$ cat config.mk
export PLATFORM = sky130hd
export DESIGN_NAME = clic_arbiter_flat
export DESIGN_NICKNAME = d
export VERILOG_FILES = /design/src/rtl/clic_pkg.sv /design/src/rtl/clic_ifs.sv /design/src/rtl/clic_arbiter.sv /design/src/flat_wrapper.sv
export SDC_FILE = /design/constraint.sdc
export NUM_CORES = 1
export LEC_CHECK = 0
export ABC_AREA = 1
export BUFFER_PORTS_ARGS = -buffer_cell sky130_fd_sc_hd__buf_2
export CAP_MARGIN = 10
export CORE_MARGIN = 2
export CORE_UTILIZATION = 45
export CTS_BUF_LIST = sky130_fd_sc_hd__clkbuf_8 sky130_fd_sc_hd__clkbuf_16
export CTS_CLUSTER_SIZE = 8
export DETAILED_ROUTE_END_ITERATION = 8
export GPL_ROUTABILITY_DRIVEN = 0
export PLACE_DENSITY_LB_ADDON = 0.15
export SYNTH_ARGS = -nofsm -noshare
export SYNTH_HDL_FRONTEND = slang
export SYNTH_SLANG_ARGS = --single-unit
$ cat constraint.sdc
create_clock -name clk -period 14.2 [get_ports clk]
set_input_delay 2.13 -clock clk [delete_from_list [all_inputs] [get_ports clk]]
set_output_delay 2.13 -clock clk [all_outputs]
set_load 0.02 [all_outputs]
$ cat src/rtl/clic_pkg.sv
// Shared types, register map and field positions for the CLIC subsystem
// Also holds the APB phase enum
`default_nettype none

package clic_pkg;

  // Interrupt level, 0 means never taken
  typedef logic [7:0] level_t;
  localparam int LEVEL_W = $bits(level_t);

  // Core privilege level, only U and M are modelled
  typedef enum logic [1:0] {
    PRIV_LVL_U = 2'b00,
    PRIV_LVL_M = 2'b11
  } privlvl_t;

  // APB address and data words
  typedef logic [11:0] apb_addr_t;
  typedef logic [31:0] apb_data_t;

  // APB transfer phase as seen by the slave
  typedef enum logic {
    IDLE,
    ACCESS
  } apb_state_t;

  ////////////////////////////////////////////////////////////
  // Register map
  ////////////////////////////////////////////////////////////

  // Per-source control words, one word per source
  localparam apb_addr_t REG_CTL_BASE = 12'h000;
  // Core state
  localparam apb_addr_t REG_STATUS   = 12'h100;
  localparam apb_addr_t REG_THRESH   = 12'h104;
  localparam apb_addr_t REG_MIL      = 12'h108;
  localparam apb_addr_t REG_MPIL     = 12'h10C;
  // Next interrupt, read only
  localparam apb_addr_t REG_NXTI     = 12'h110;

  // Control word fields
  localparam int CTL_LEVEL_LSB   = 0;
  localparam int CTL_IE_BIT      = 8;
  localparam int CTL_SHV_BIT     = 9;
  localparam int CTL_IP_BIT      = 10;

  // Status word fields
  localparam int STATUS_MIE_BIT  = 0;
  localparam int STATUS_PRIV_LSB = 1;

  // Next interrupt word, id sits in the low bits
  localparam int NXTI_PEND_BIT   = 31;
  localparam int NXTI_LEVEL_LSB  = 8;

endpackage

`default_nettype wire

$ cat src/rtl/clic_ifs.sv
// Interfaces between the CLIC stages
// Selected interrupt bundle and core state bundle
`default_nettype none

// Arbiter result towards the interrupt controller
interface clic_irq_if import clic_pkg::*; #(
  parameter int ID_WIDTH = 3
);
  // Registered selection
  logic                irq;
  logic [ID_WIDTH-1:0] id;
  level_t              level;
  logic                shv;
  // Selection before its register, feeds wake-up
  logic                irq_comb;
  level_t              level_comb;

  modport drive (output irq, id, level, shv, irq_comb, level_comb);
  modport user  (input  irq, id, level, shv, irq_comb, level_comb);
endinterface


`default_nettype wire

$ cat src/rtl/clic_arbiter.sv
// Priority arbiter over all interrupt sources
// Combinational winner plus one register stage
`default_nettype none

module clic_arbiter import clic_pkg::*; #(
  parameter int NUM_IRQ  = 8,
  parameter int ID_WIDTH = 3
) (
  input  logic                 clk,
  input  logic                 rst_n,
  // Level sensitive hardware sources
  input  logic   [NUM_IRQ-1:0] src_irq_i,
  // Per-source configuration
  input  level_t [NUM_IRQ-1:0] src_level_i,
  input  logic   [NUM_IRQ-1:0] src_ie_i,
  input  logic   [NUM_IRQ-1:0] src_shv_i,
  input  logic   [NUM_IRQ-1:0] src_ip_i,
  // Selected interrupt
  clic_irq_if.drive            sel
);

  logic [NUM_IRQ-1:0]  cand;
  logic                win_found;
  logic [ID_WIDTH-1:0] win_id;
  level_t              win_level;
  logic                win_shv;

  logic                irq_q;
  logic [ID_WIDTH-1:0] id_q;
  level_t              level_q;
  logic                shv_q;

  // Pending from the pin or from software, and enabled
  assign cand = (src_irq_i | src_ip_i) & src_ie_i;

  ////////////////////////////////////////////////////////////
  // Winner scan
  ////////////////////////////////////////////////////////////

  // Strict compare against a running best that starts at 0
  // Level 0 never wins, and on a tie the lower index stays
  always_comb begin
    win_found = 1'b0;
    win_id    = '0;
    win_level = '0;
    win_shv   = 1'b0;
    for (int i = 0; i < NUM_IRQ; i++) begin
      if (cand[i] && (src_level_i[i] > win_level)) begin
        win_found = 1'b1;
        win_id    = ID_WIDTH'(i);
        win_level = src_level_i[i];
        win_shv   = src_shv_i[i];
      end
    end
  end

  // Register the selection towards the controller
  always_ff @(posedge clk or negedge rst_n) begin
    if (!rst_n) begin
      irq_q   <= 1'b0;
      id_q    <= '0;
      level_q <= '0;
      shv_q   <= 1'b0;
    end else begin
      irq_q   <= win_found;
      id_q    <= win_id;
      level_q <= win_level;
      shv_q   <= win_shv;
    end
  end

  // Unregistered path is only for wake-up
  assign sel.irq_comb   = win_found;
  assign sel.level_comb = win_level;

  assign sel.irq        = irq_q;
  assign sel.id         = id_q;
  assign sel.level      = level_q;
  assign sel.shv        = shv_q;

endmodule

`default_nettype wire

$ cat src/flat_wrapper.sv
// flat-port wrapper written by rule: the top's interface ports become plain ports
module clic_arbiter_flat import clic_pkg::*;
#(
  parameter int NUM_IRQ  = 8,
  parameter int ID_WIDTH = 3
)
  (clk, rst_n, src_irq_i, src_level_i, src_ie_i, src_shv_i, src_ip_i, sel_irq, sel_id, sel_level, sel_shv, sel_irq_comb, sel_level_comb);
  clic_irq_if #(.ID_WIDTH(ID_WIDTH)) sel_i ();
  input  logic clk;
  input  logic rst_n;
  input  logic   [NUM_IRQ-1:0] src_irq_i;
  input  level_t [NUM_IRQ-1:0] src_level_i;
  input  logic   [NUM_IRQ-1:0] src_ie_i;
  input  logic   [NUM_IRQ-1:0] src_shv_i;
  input  logic   [NUM_IRQ-1:0] src_ip_i;
  output wire logic [$bits(sel_i.irq)-1:0] sel_irq;
  output wire logic [$bits(sel_i.id)-1:0] sel_id;
  output wire logic [$bits(sel_i.level)-1:0] sel_level;
  output wire logic [$bits(sel_i.shv)-1:0] sel_shv;
  output wire logic [$bits(sel_i.irq_comb)-1:0] sel_irq_comb;
  output wire logic [$bits(sel_i.level_comb)-1:0] sel_level_comb;
  assign sel_irq = sel_i.irq;
  assign sel_id = sel_i.id;
  assign sel_level = sel_i.level;
  assign sel_shv = sel_i.shv;
  assign sel_irq_comb = sel_i.irq_comb;
  assign sel_level_comb = sel_i.level_comb;
  clic_arbiter #(.NUM_IRQ(NUM_IRQ), .ID_WIDTH(ID_WIDTH)) u_core (.clk(clk), .rst_n(rst_n), .src_irq_i(src_irq_i), .src_level_i(src_level_i), .src_ie_i(src_ie_i), .src_shv_i(src_shv_i), .src_ip_i(src_ip_i), .sel(sel_i));
endmodule
==> flow_summary.toml, run 1 <==
[placement]
dp_hpwl_um = 7117
place_worst_setup_slack_ns = -0.08232
portBuffers = 119
placed_area_mm2 = 0.003586

[sta]
fin_ws_ns = 0.6451
min_period_over_period = 0.9546
tns_ns = 0
hold_violations = 0
min_period_ns = 13.55
slew_headroom = 0.7638
setup_viol = 0
final_max_slew_viol_count = 0
whs_ns = 1.768
worst_pin_slew_ns = 0.3506
fmax_mhz = 73.77

[detailed_routing]
antenna_left = 0
remaining_drc_errors = 0
drt-initial-drc-count = 114
viasPerCell = 5.192
wirelength_um = 8729
route.vias.total = 3494
dr.pass1.iters = 5
routedWlPerCell_um = 12.97

[finish]
drive_gt1_frac = 0.4077
finish.utilization = 0.6393
antenna_cells = 0
fillers = 594
syn_to_final_growth_pct = 38.81
finalNetCount = 747
stdcell_area_mm2 = 0.004036

[clocking]
numClockSinks = 13
cts_tree = "built"
clk_pin_slew_ns = 0.06
htreeDepth = 1
cts_hold_buf = 0
root_buffer = "clkbuf_8"
clockBufferDepth = 2
numCtsBuffers = 3

[synthesis]
synth.most_common_cell = "nand2_1"
avgSynthCellArea_um2 = 6.491
ys_ff_latch = 13
synth-edff-count = 0
syn_area_mm2 = 0.002908
synth_warnings = 0
netlist.area_leader.share = 0.2238
ys_top_cells_by_count = "nand2_1, ha_1, inv_1"
synth_area_leaders = "ha_1, nand2_1, dfrtp_1"
yosysUniqueCellTypes = 32
synthCells = 448
ys_seq_area_frac = 0.1119
synth_nets = 598
synth.largest_area_cell = "ha_1"
synth-main-ff-cell = "dfrtp_1"
async_flop_share = 1.000

[worst_setup_path]
critical_path_class = "input port to primary output"
crit_required_ns = 12.07
path_max_fanout = 10
max_stage_delay_ns = 0.33
end_kind = "primary output"
worst_path_most_repeated_cell = "nand2_1"
arrival_ns = 11.42
crit_slowest_cell = "ha_1"
critPathLaunchType = "input port"

[global_route]
grt_pass1_vias = 3107
grtUsageTotal = 0.2195
antenna_found_initial = 0
grt_max_degree = 21
globalRoute.totalOverflow = 0
grt_first_pass_wirelength_um = 13220

[die]
die_x_um = 84.39
die_y_um = 84.39
coreArea_mm2 = 0.006314
ioPinCount = 120
row_count = 29
start_util = 0.4606
die-area_mm2 = 0.007121

[job]
maxCapViolCount = 0

[worst_hold_path]
hold_path.class = "input port to asynchronous set/reset pin"

[power]
p_per_area_mw_per_mm2 = 127.5
ir_drop_mv = 0.1234
leakage_nw = 2.283

[status]
status = "finished clean"
-- worst paths after layout --
kind / startpoint / to / slack, ns / depth (start not counted)
hold / removal: rst_n / u_core.sel.level[0] / 1.77 / 1
max in group asynchronous: rst_n / u_core.sel.level[7] / 12.21 / 1
setup / recovery: src_level_i[2] / sel_level_comb[3] / 0.65 / 70
min in group clk: src_level_i[57] / u_core.sel.level[1] / 2.13 / 3
-- critical path: cells and delay by family --
| kind | cells | cell delay (ns) |
|---|---|---|
| AOI/OAI and AO/OA | 16 | 2.60 |
| and+or+nand+nor | 39 | 3.81 |
| adders and majority gates | 7 | 1.96 |
| buffers and inverters | 8 | 0.91 |
-- stage by stage --
stage	power [mW]	instances
finish	0.5148	673
global route	0.5676	673
CTS	0.4578	646
detailed placement	0.4241	642
global placement	0.4179	642
floorplan	0.3212	448
-- cells in the final DEF, fill, tap and decap left out, types with 3 or more instances in the layout --
cell and instances:
clkbuf_8 3, nand4_1 4, o21bai_1 4, nand2_4 19, a21oi_1 15, nand3_1 41, o21ai_1 15, inv_1 43
nor2_1 15, buf_4 30, dfrtp_1 13, o21ai_0 21, o21ai_2 10, nor2_2 10, nand2_2 18, buf_2 114
a211oi_2 4, or2_2 6, nor2_4 8, and2_1 8, nand2_1 115, inv_2 4, nand3_2 11, ha_1 52
-- registers in the layout, summed over array words and instances, names as in the netlist --
signal / cells
u_core.sel.shv: 1
u_core.sel.id: 3
u_core.sel.level: 8
u_core.sel.irq: 1
-- metal layers --
| layer | GRT usage | vias up | routed length, µm |
|---|---|---|---|
| met5 | 0 | - | 0 |
| met4 | 0.05483 | 0 | 212 |
| met3 | 0.02163 | 16 | 434 |
| met2 | 0.4343 | 117 | 4531 |
| met1 | 0.2488 | 1556 | 3550 |
| li1 | - | 1805 | - |
-- cell families after synthesis --
family / count (synthesis) / share of synthesized area
adder cells (fa/ha/maj): 52 / 0.2238
AND/OR/NAND/NOR: 254 / 0.4432
buffers and inverters: 56 / 0.08347
AO/OA/AOI/OAI: 73 / 0.1377
flip-flops: 13 / 0.1119
-- area by class of cell --
cell class / instances / area (µm²) / area share
sequential: 13 / 325.3 / 0.08060
inverter: 47 / 180.2 / 0.04464
tap: 77 / 96.34 / 0.02387
multi-input combinational: 388 / 2594 / 0.6426
clock buffer: 3 / 41.29 / 0.01023
clock inverter: 1 / 3.754 / 0.0009299
timing repair buffer: 144 / 795.8 / 0.1971
-- power breakdown --
| group | leakage, nW | switching [mW] | internal, mW |
|---|---|---|---|
| registers | 0.152 | 0.00393 | 0.0553 |
| logic | 2.10 | 0.257 | 0.167 |
| clock network | 0.0269 | 0.0125 | 0.0190 |
| total | 2.28 | 0.273 | 0.242 |
-- repair_timing --
| action | in CTS | in global routing |
|---|---|---|
| gates cloned | 0 | 9 |
| setup endpoints to repair | 9 | 9 |
| resized for setup | 2 | 72 |
| pin swaps | 0 | 25 |
| buffers inserted | 0 | 18 |
(Power assumes the default switching activity.)
==> run 2, diff against run 1 <==
CTS_CLUSTER_DIAMETER = 100   (was unset)
RECOVER_POWER = 100   (was unset)
==> flow_summary.toml, run 2 (synthesis gave the netlist of run 1 again) <==
[clocking]
cts_tree = "built"
root_buffer = "clkbuf_8"
htreeDepth = 1
clk_pin_slew_ns = 0.06
numClockSinks = 13
clockBufferDepth = 2
numCtsBuffers = 3
cts_hold_buf = 0

[detailed_routing]
antenna_left = 0
routedWlPerCell_um = 13.01
viasPerCell = 5.178
dr.pass1.iters = 5
route.vias.total = 3485
drt-initial-drc-count = 110
wirelength_um = 8753
remaining_drc_errors = 0

[worst_setup_path]
crit_slowest_cell = "ha_1"
critPathLaunchType = "input port"
arrival_ns = 11.43
path_max_fanout = 10
crit_required_ns = 12.07
end_kind = "primary output"
worst_path_most_repeated_cell = "nand2_1"
critical_path_class = "input port to primary output"
max_stage_delay_ns = 0.33

[finish]
fillers = 601
stdcell_area_mm2 = 0.004019
finish.utilization = 0.6365
drive_gt1_frac = 0.3842
finalNetCount = 747
syn_to_final_growth_pct = 38.21
largest_reg_flops = 8
mostFrequentLayoutCells = "nand2_1, buf_2, ha_1"
final_cells = 673
layout_commonest_cell = "nand2_1"
antenna_cells = 0

[placement]
portBuffers = 119
place_worst_setup_slack_ns = -0.08232
placed_area_mm2 = 0.003586
dp_cells = 642
dp_hpwl_um = 7117

[global_route]
grt_pass1_vias = 3107
antenna_found_initial = 0
grt_max_degree = 21
globalRoute.totalOverflow = 0
grtUsageTotal = 0.2195
grt_first_pass_wirelength_um = 13220

[power]
ir_drop_mv = 0.1191
intPower_mw = 0.2366
leakage_nw = 2.244
seqPwrFrac = 0.117
p_sw_frac = 0.5367
power_frac_clock = 0.062
switchingPower_mw = 0.2741
p_comb_frac = 0.821
power_mw = 0.5107
p_per_area_mw_per_mm2 = 127.1

[sta]
min_period_ns = 13.56
whs_ns = 1.904
min_period_over_period = 0.9551
worst_pin_slew_ns = 0.6815
fmax_mhz = 73.73
slew_headroom = 0.5457
tns_ns = 0
setup_viol = 0
hold_violations = 0
fin_ws_ns = 0.6374
final_max_slew_viol_count = 0

[die]
die_y_um = 84.39
start_util = 0.4606
ioPinCount = 120
row_count = 29
coreArea_mm2 = 0.006314
die-area_mm2 = 0.007121
die_x_um = 84.39

[job]
maxCapViolCount = 0

[status]
status = "finished clean"

[worst_hold_path]
hold_path.class = "input port to asynchronous set/reset pin"
run 2: changes by cell type in the layout (fill, tap and decap cells not counted):
cell / previous run / this run
buf_2: 114 / 100
clkbuf_1: 0 / 14
run 2: metal layers:
metal  share of wire  GRT usage  up-vias
met1            0.41     0.2488     1556
met2            0.52     0.4343      109
met4           0.024    0.05483        0
met3           0.045    0.02163       16
met5               0          0        -
li1                -          -     1804
run 2: path summary, 6_finish.rpt:
check                                 from                   to  slack [ns]  cells after the start
hold / removal                       rst_n  u_core.sel.level[0]        1.90                      1
setup / recovery            src_level_i[2]    sel_level_comb[3]        0.64                     70
max in group asynchronous            rst_n  u_core.sel.level[7]       11.86                      1
min in group clk           src_level_i[57]  u_core.sel.level[1]        2.13                      3
run 2: layout make-up:
class | instances | area (µm²) | share of cell area
clock inverters | 1 | 3.754 | 0.0009340
well taps | 77 | 96.34 | 0.02397
inverters | 47 | 180.2 | 0.04483
repair buffers | 144 | 778.2 | 0.1936
multi-input cells | 388 | 2594 | 0.6454
flip-flops and latches | 13 | 325.3 | 0.08095
clock buffers | 3 | 41.29 | 0.01027
run 2: worst max-delay path, delay by kind of cell:
family,cells,cell delay [ns]
AND/OR/NAND/NOR,39,3.81
AO/OA/AOI/OAI,16,2.59
buffers and inverters,8,0.91
adder cells (fa/ha/maj),7,1.96
run 2: power groups by stage:
| stage | clock [mW] | combinational, mW | sequential (mW) |
|---|---|---|---|
| final | 0.0316 | 0.419 | 0.0600 |
| after global routing | 0.0340 | 0.467 | 0.0623 |
| after CTS | 0.0323 | 0.366 | 0.0598 |
| after detailed placement | 0 | 0.364 | 0.0604 |
| after global placement | 0 | 0.358 | 0.0601 |
| after floorplan | 0 | 0.236 | 0.0847 |
run 2: what timing repair did:
action                     CTS  global route
cloned                       0             9
gates resized for setup      2            72
pin swaps                    0            25
setup endpoints to repair    9             9
buffers inserted             0            18
==> run 3, diff against run 2 <==
BUFFER_PORTS_ARGS = unset   (was -buffer_cell sky130_fd_sc_hd__buf_2)
CORE_UTILIZATION = 51   (was 45)
DONT_BUFFER_PORTS = 1   (was unset)
PLACE_DENSITY = 0.81   (was unset)
PLACE_DENSITY_LB_ADDON = unset   (was 0.15)
RECOVER_POWER = 25   (was 100)
==> flow_summary.toml, run 3 (synthesis gave the netlist of run 1 again) <==
[status]
status = "finished clean"

[detailed_routing]
remaining_drc_errors = 0
dr.pass1.iters = 5
wirelength_um = 6992
antenna_left = 0
routedWlPerCell_um = 13.22
viasPerCell = 5.491
route.vias.total = 2905
drt-initial-drc-count = 64

[job]
maxCapViolCount = 0

[die]
start_util = 0.5281
die-area_mm2 = 0.006322
row_count = 27
coreArea_mm2 = 0.005507
die_y_um = 79.51
die_x_um = 79.51
ioPinCount = 120

[placement]
place_worst_setup_slack_ns = -0.1230
dp_hpwl_um = 6152
portBuffers = 0

[sta]
min_period_ns = 13.40
worst_pin_slew_ns = 0.3669
hold_violations = 0
fmax_mhz = 74.62
slew_headroom = 0.7528
setup_viol = 0
fin_ws_ns = 0.7985
final_max_slew_viol_count = 0
min_period_over_period = 0.9438
tns_ns = 0

[finish]
drive_gt1_frac = 0.1969
finalNetCount = 608
syn_to_final_growth_pct = 9.811
largest_reg_flops = 8
fillers = 524
layout_commonest_cell = "nand2_1"
mostFrequentLayoutCells = "nand2_1, ha_1, inv_1"
antenna_cells = 0

[global_route]
grt_max_degree = 21
globalRoute.totalOverflow = 0
antenna_found_initial = 0
grt_first_pass_wirelength_um = 10830
grtUsageTotal = 0.2061
grt_pass1_vias = 2642

[worst_setup_path]
arrival_ns = 11.27
path_max_fanout = 20
worst_path_most_repeated_cell = "nand2_1"
crit_required_ns = 12.07
max_stage_delay_ns = 0.32
crit_family = "simple AND/OR/NAND/NOR gates"
crit_slowest_cell = "ha_1"
cp.depth = 64
critical_path_class = "input port to primary output"
critPathLaunchType = "input port"
crit_buf_inv = 3
end_kind = "primary output"

[clocking]
numCtsBuffers = 3
clk_pin_slew_ns = 0.05
root_buffer = "clkbuf_8"
clockBufferDepth = 2
numClockSinks = 13
cts_tree = "built"
cts_hold_buf = 0
htreeDepth = 1

[power]
p_per_area_mw_per_mm2 = 134.0
leakage_nw = 1.688
ir_drop_mv = 0.09234
power_mw = 0.4277

[worst_hold_path]
hold_path.class = "input port to asynchronous set/reset pin"
[run 3: cell types whose count changed in the layout (fill, tap and decap cells not counted), moves of 3 or more]
cell and change:
nand2_4 -9, nor2_2 -3, buf_4 -18, buf_2 -100, o21ai_1 -3, nor2_1 +4
clkbuf_1 -14, o21ai_0 +10, o21ai_2 -7
[run 3: worst max path at each step]
stage                               from           endpoint
after floorplan           src_level_i[7]  sel_level_comb[7]
after global placement    src_level_i[2]       sel_irq_comb
after detailed placement  src_level_i[7]       sel_irq_comb
after CTS                 src_level_i[7]       sel_irq_comb
after global routing      src_level_i[2]       sel_irq_comb
final                     src_level_i[7]  sel_level_comb[3]
[run 3: routing by layer]
metal  vias up  wire length (µm)  global-route usage  share of wire
met5         -                 0                   0              0
met2        87              3525              0.3866           0.50
met3         9               587             0.04977          0.084
met1      1298              2795              0.2304           0.40
li1       1511                 -                   -              -
met4         0                83             0.05172          0.012
[run 3: repair_timing]
item,4_1_cts,5_1_grt
pin swaps,0,5
hold endpoints to repair,0,0
resized for setup,2,34
gates cloned,0,1
buffers inserted,0,7
endpoints found under the setup margin,9,9
[run 3: power by group]
| part | total [mW] | internal [mW] | leakage (nW) | switching [mW] |
|---|---|---|---|---|
| sequential | 0.0856 | 0.0558 | 0.152 | 0.0299 |
| clock | 0.0315 | 0.0190 | 0.0269 | 0.0124 |
| combinational | 0.311 | 0.115 | 1.51 | 0.195 |
| total | 0.428 | 0.190 | 1.69 | 0.237 |
[run 3: cell type report]
class                   instances  area (µm²)  area share
flip-flops and latches         13       325.3      0.1019
well taps                      72       90.09     0.02821
clock buffers                   3       41.29     0.01293
inverters                      47       180.2     0.05643
repair buffers                 13       110.1     0.03448
multi-input cells             380        2442      0.7649
clock inverters                 1       3.754    0.001176
[run 3: per-stage QoR]
step / hold slack, ns / cell area [µm²] / util / instances
after floorplan: 1.834 / 2908 / - / 448
after global placement: 1.835 / 2977 / 0.5406 / 517
after detailed placement: 1.835 / 2977 / 0.5406 / 517
after CTS: 1.574 / 3029 / 0.5501 / 521
after global routing: 1.570 / 3193 / 0.5799 / 529
final: 1.575 / 3193 / 0.5799 / 529
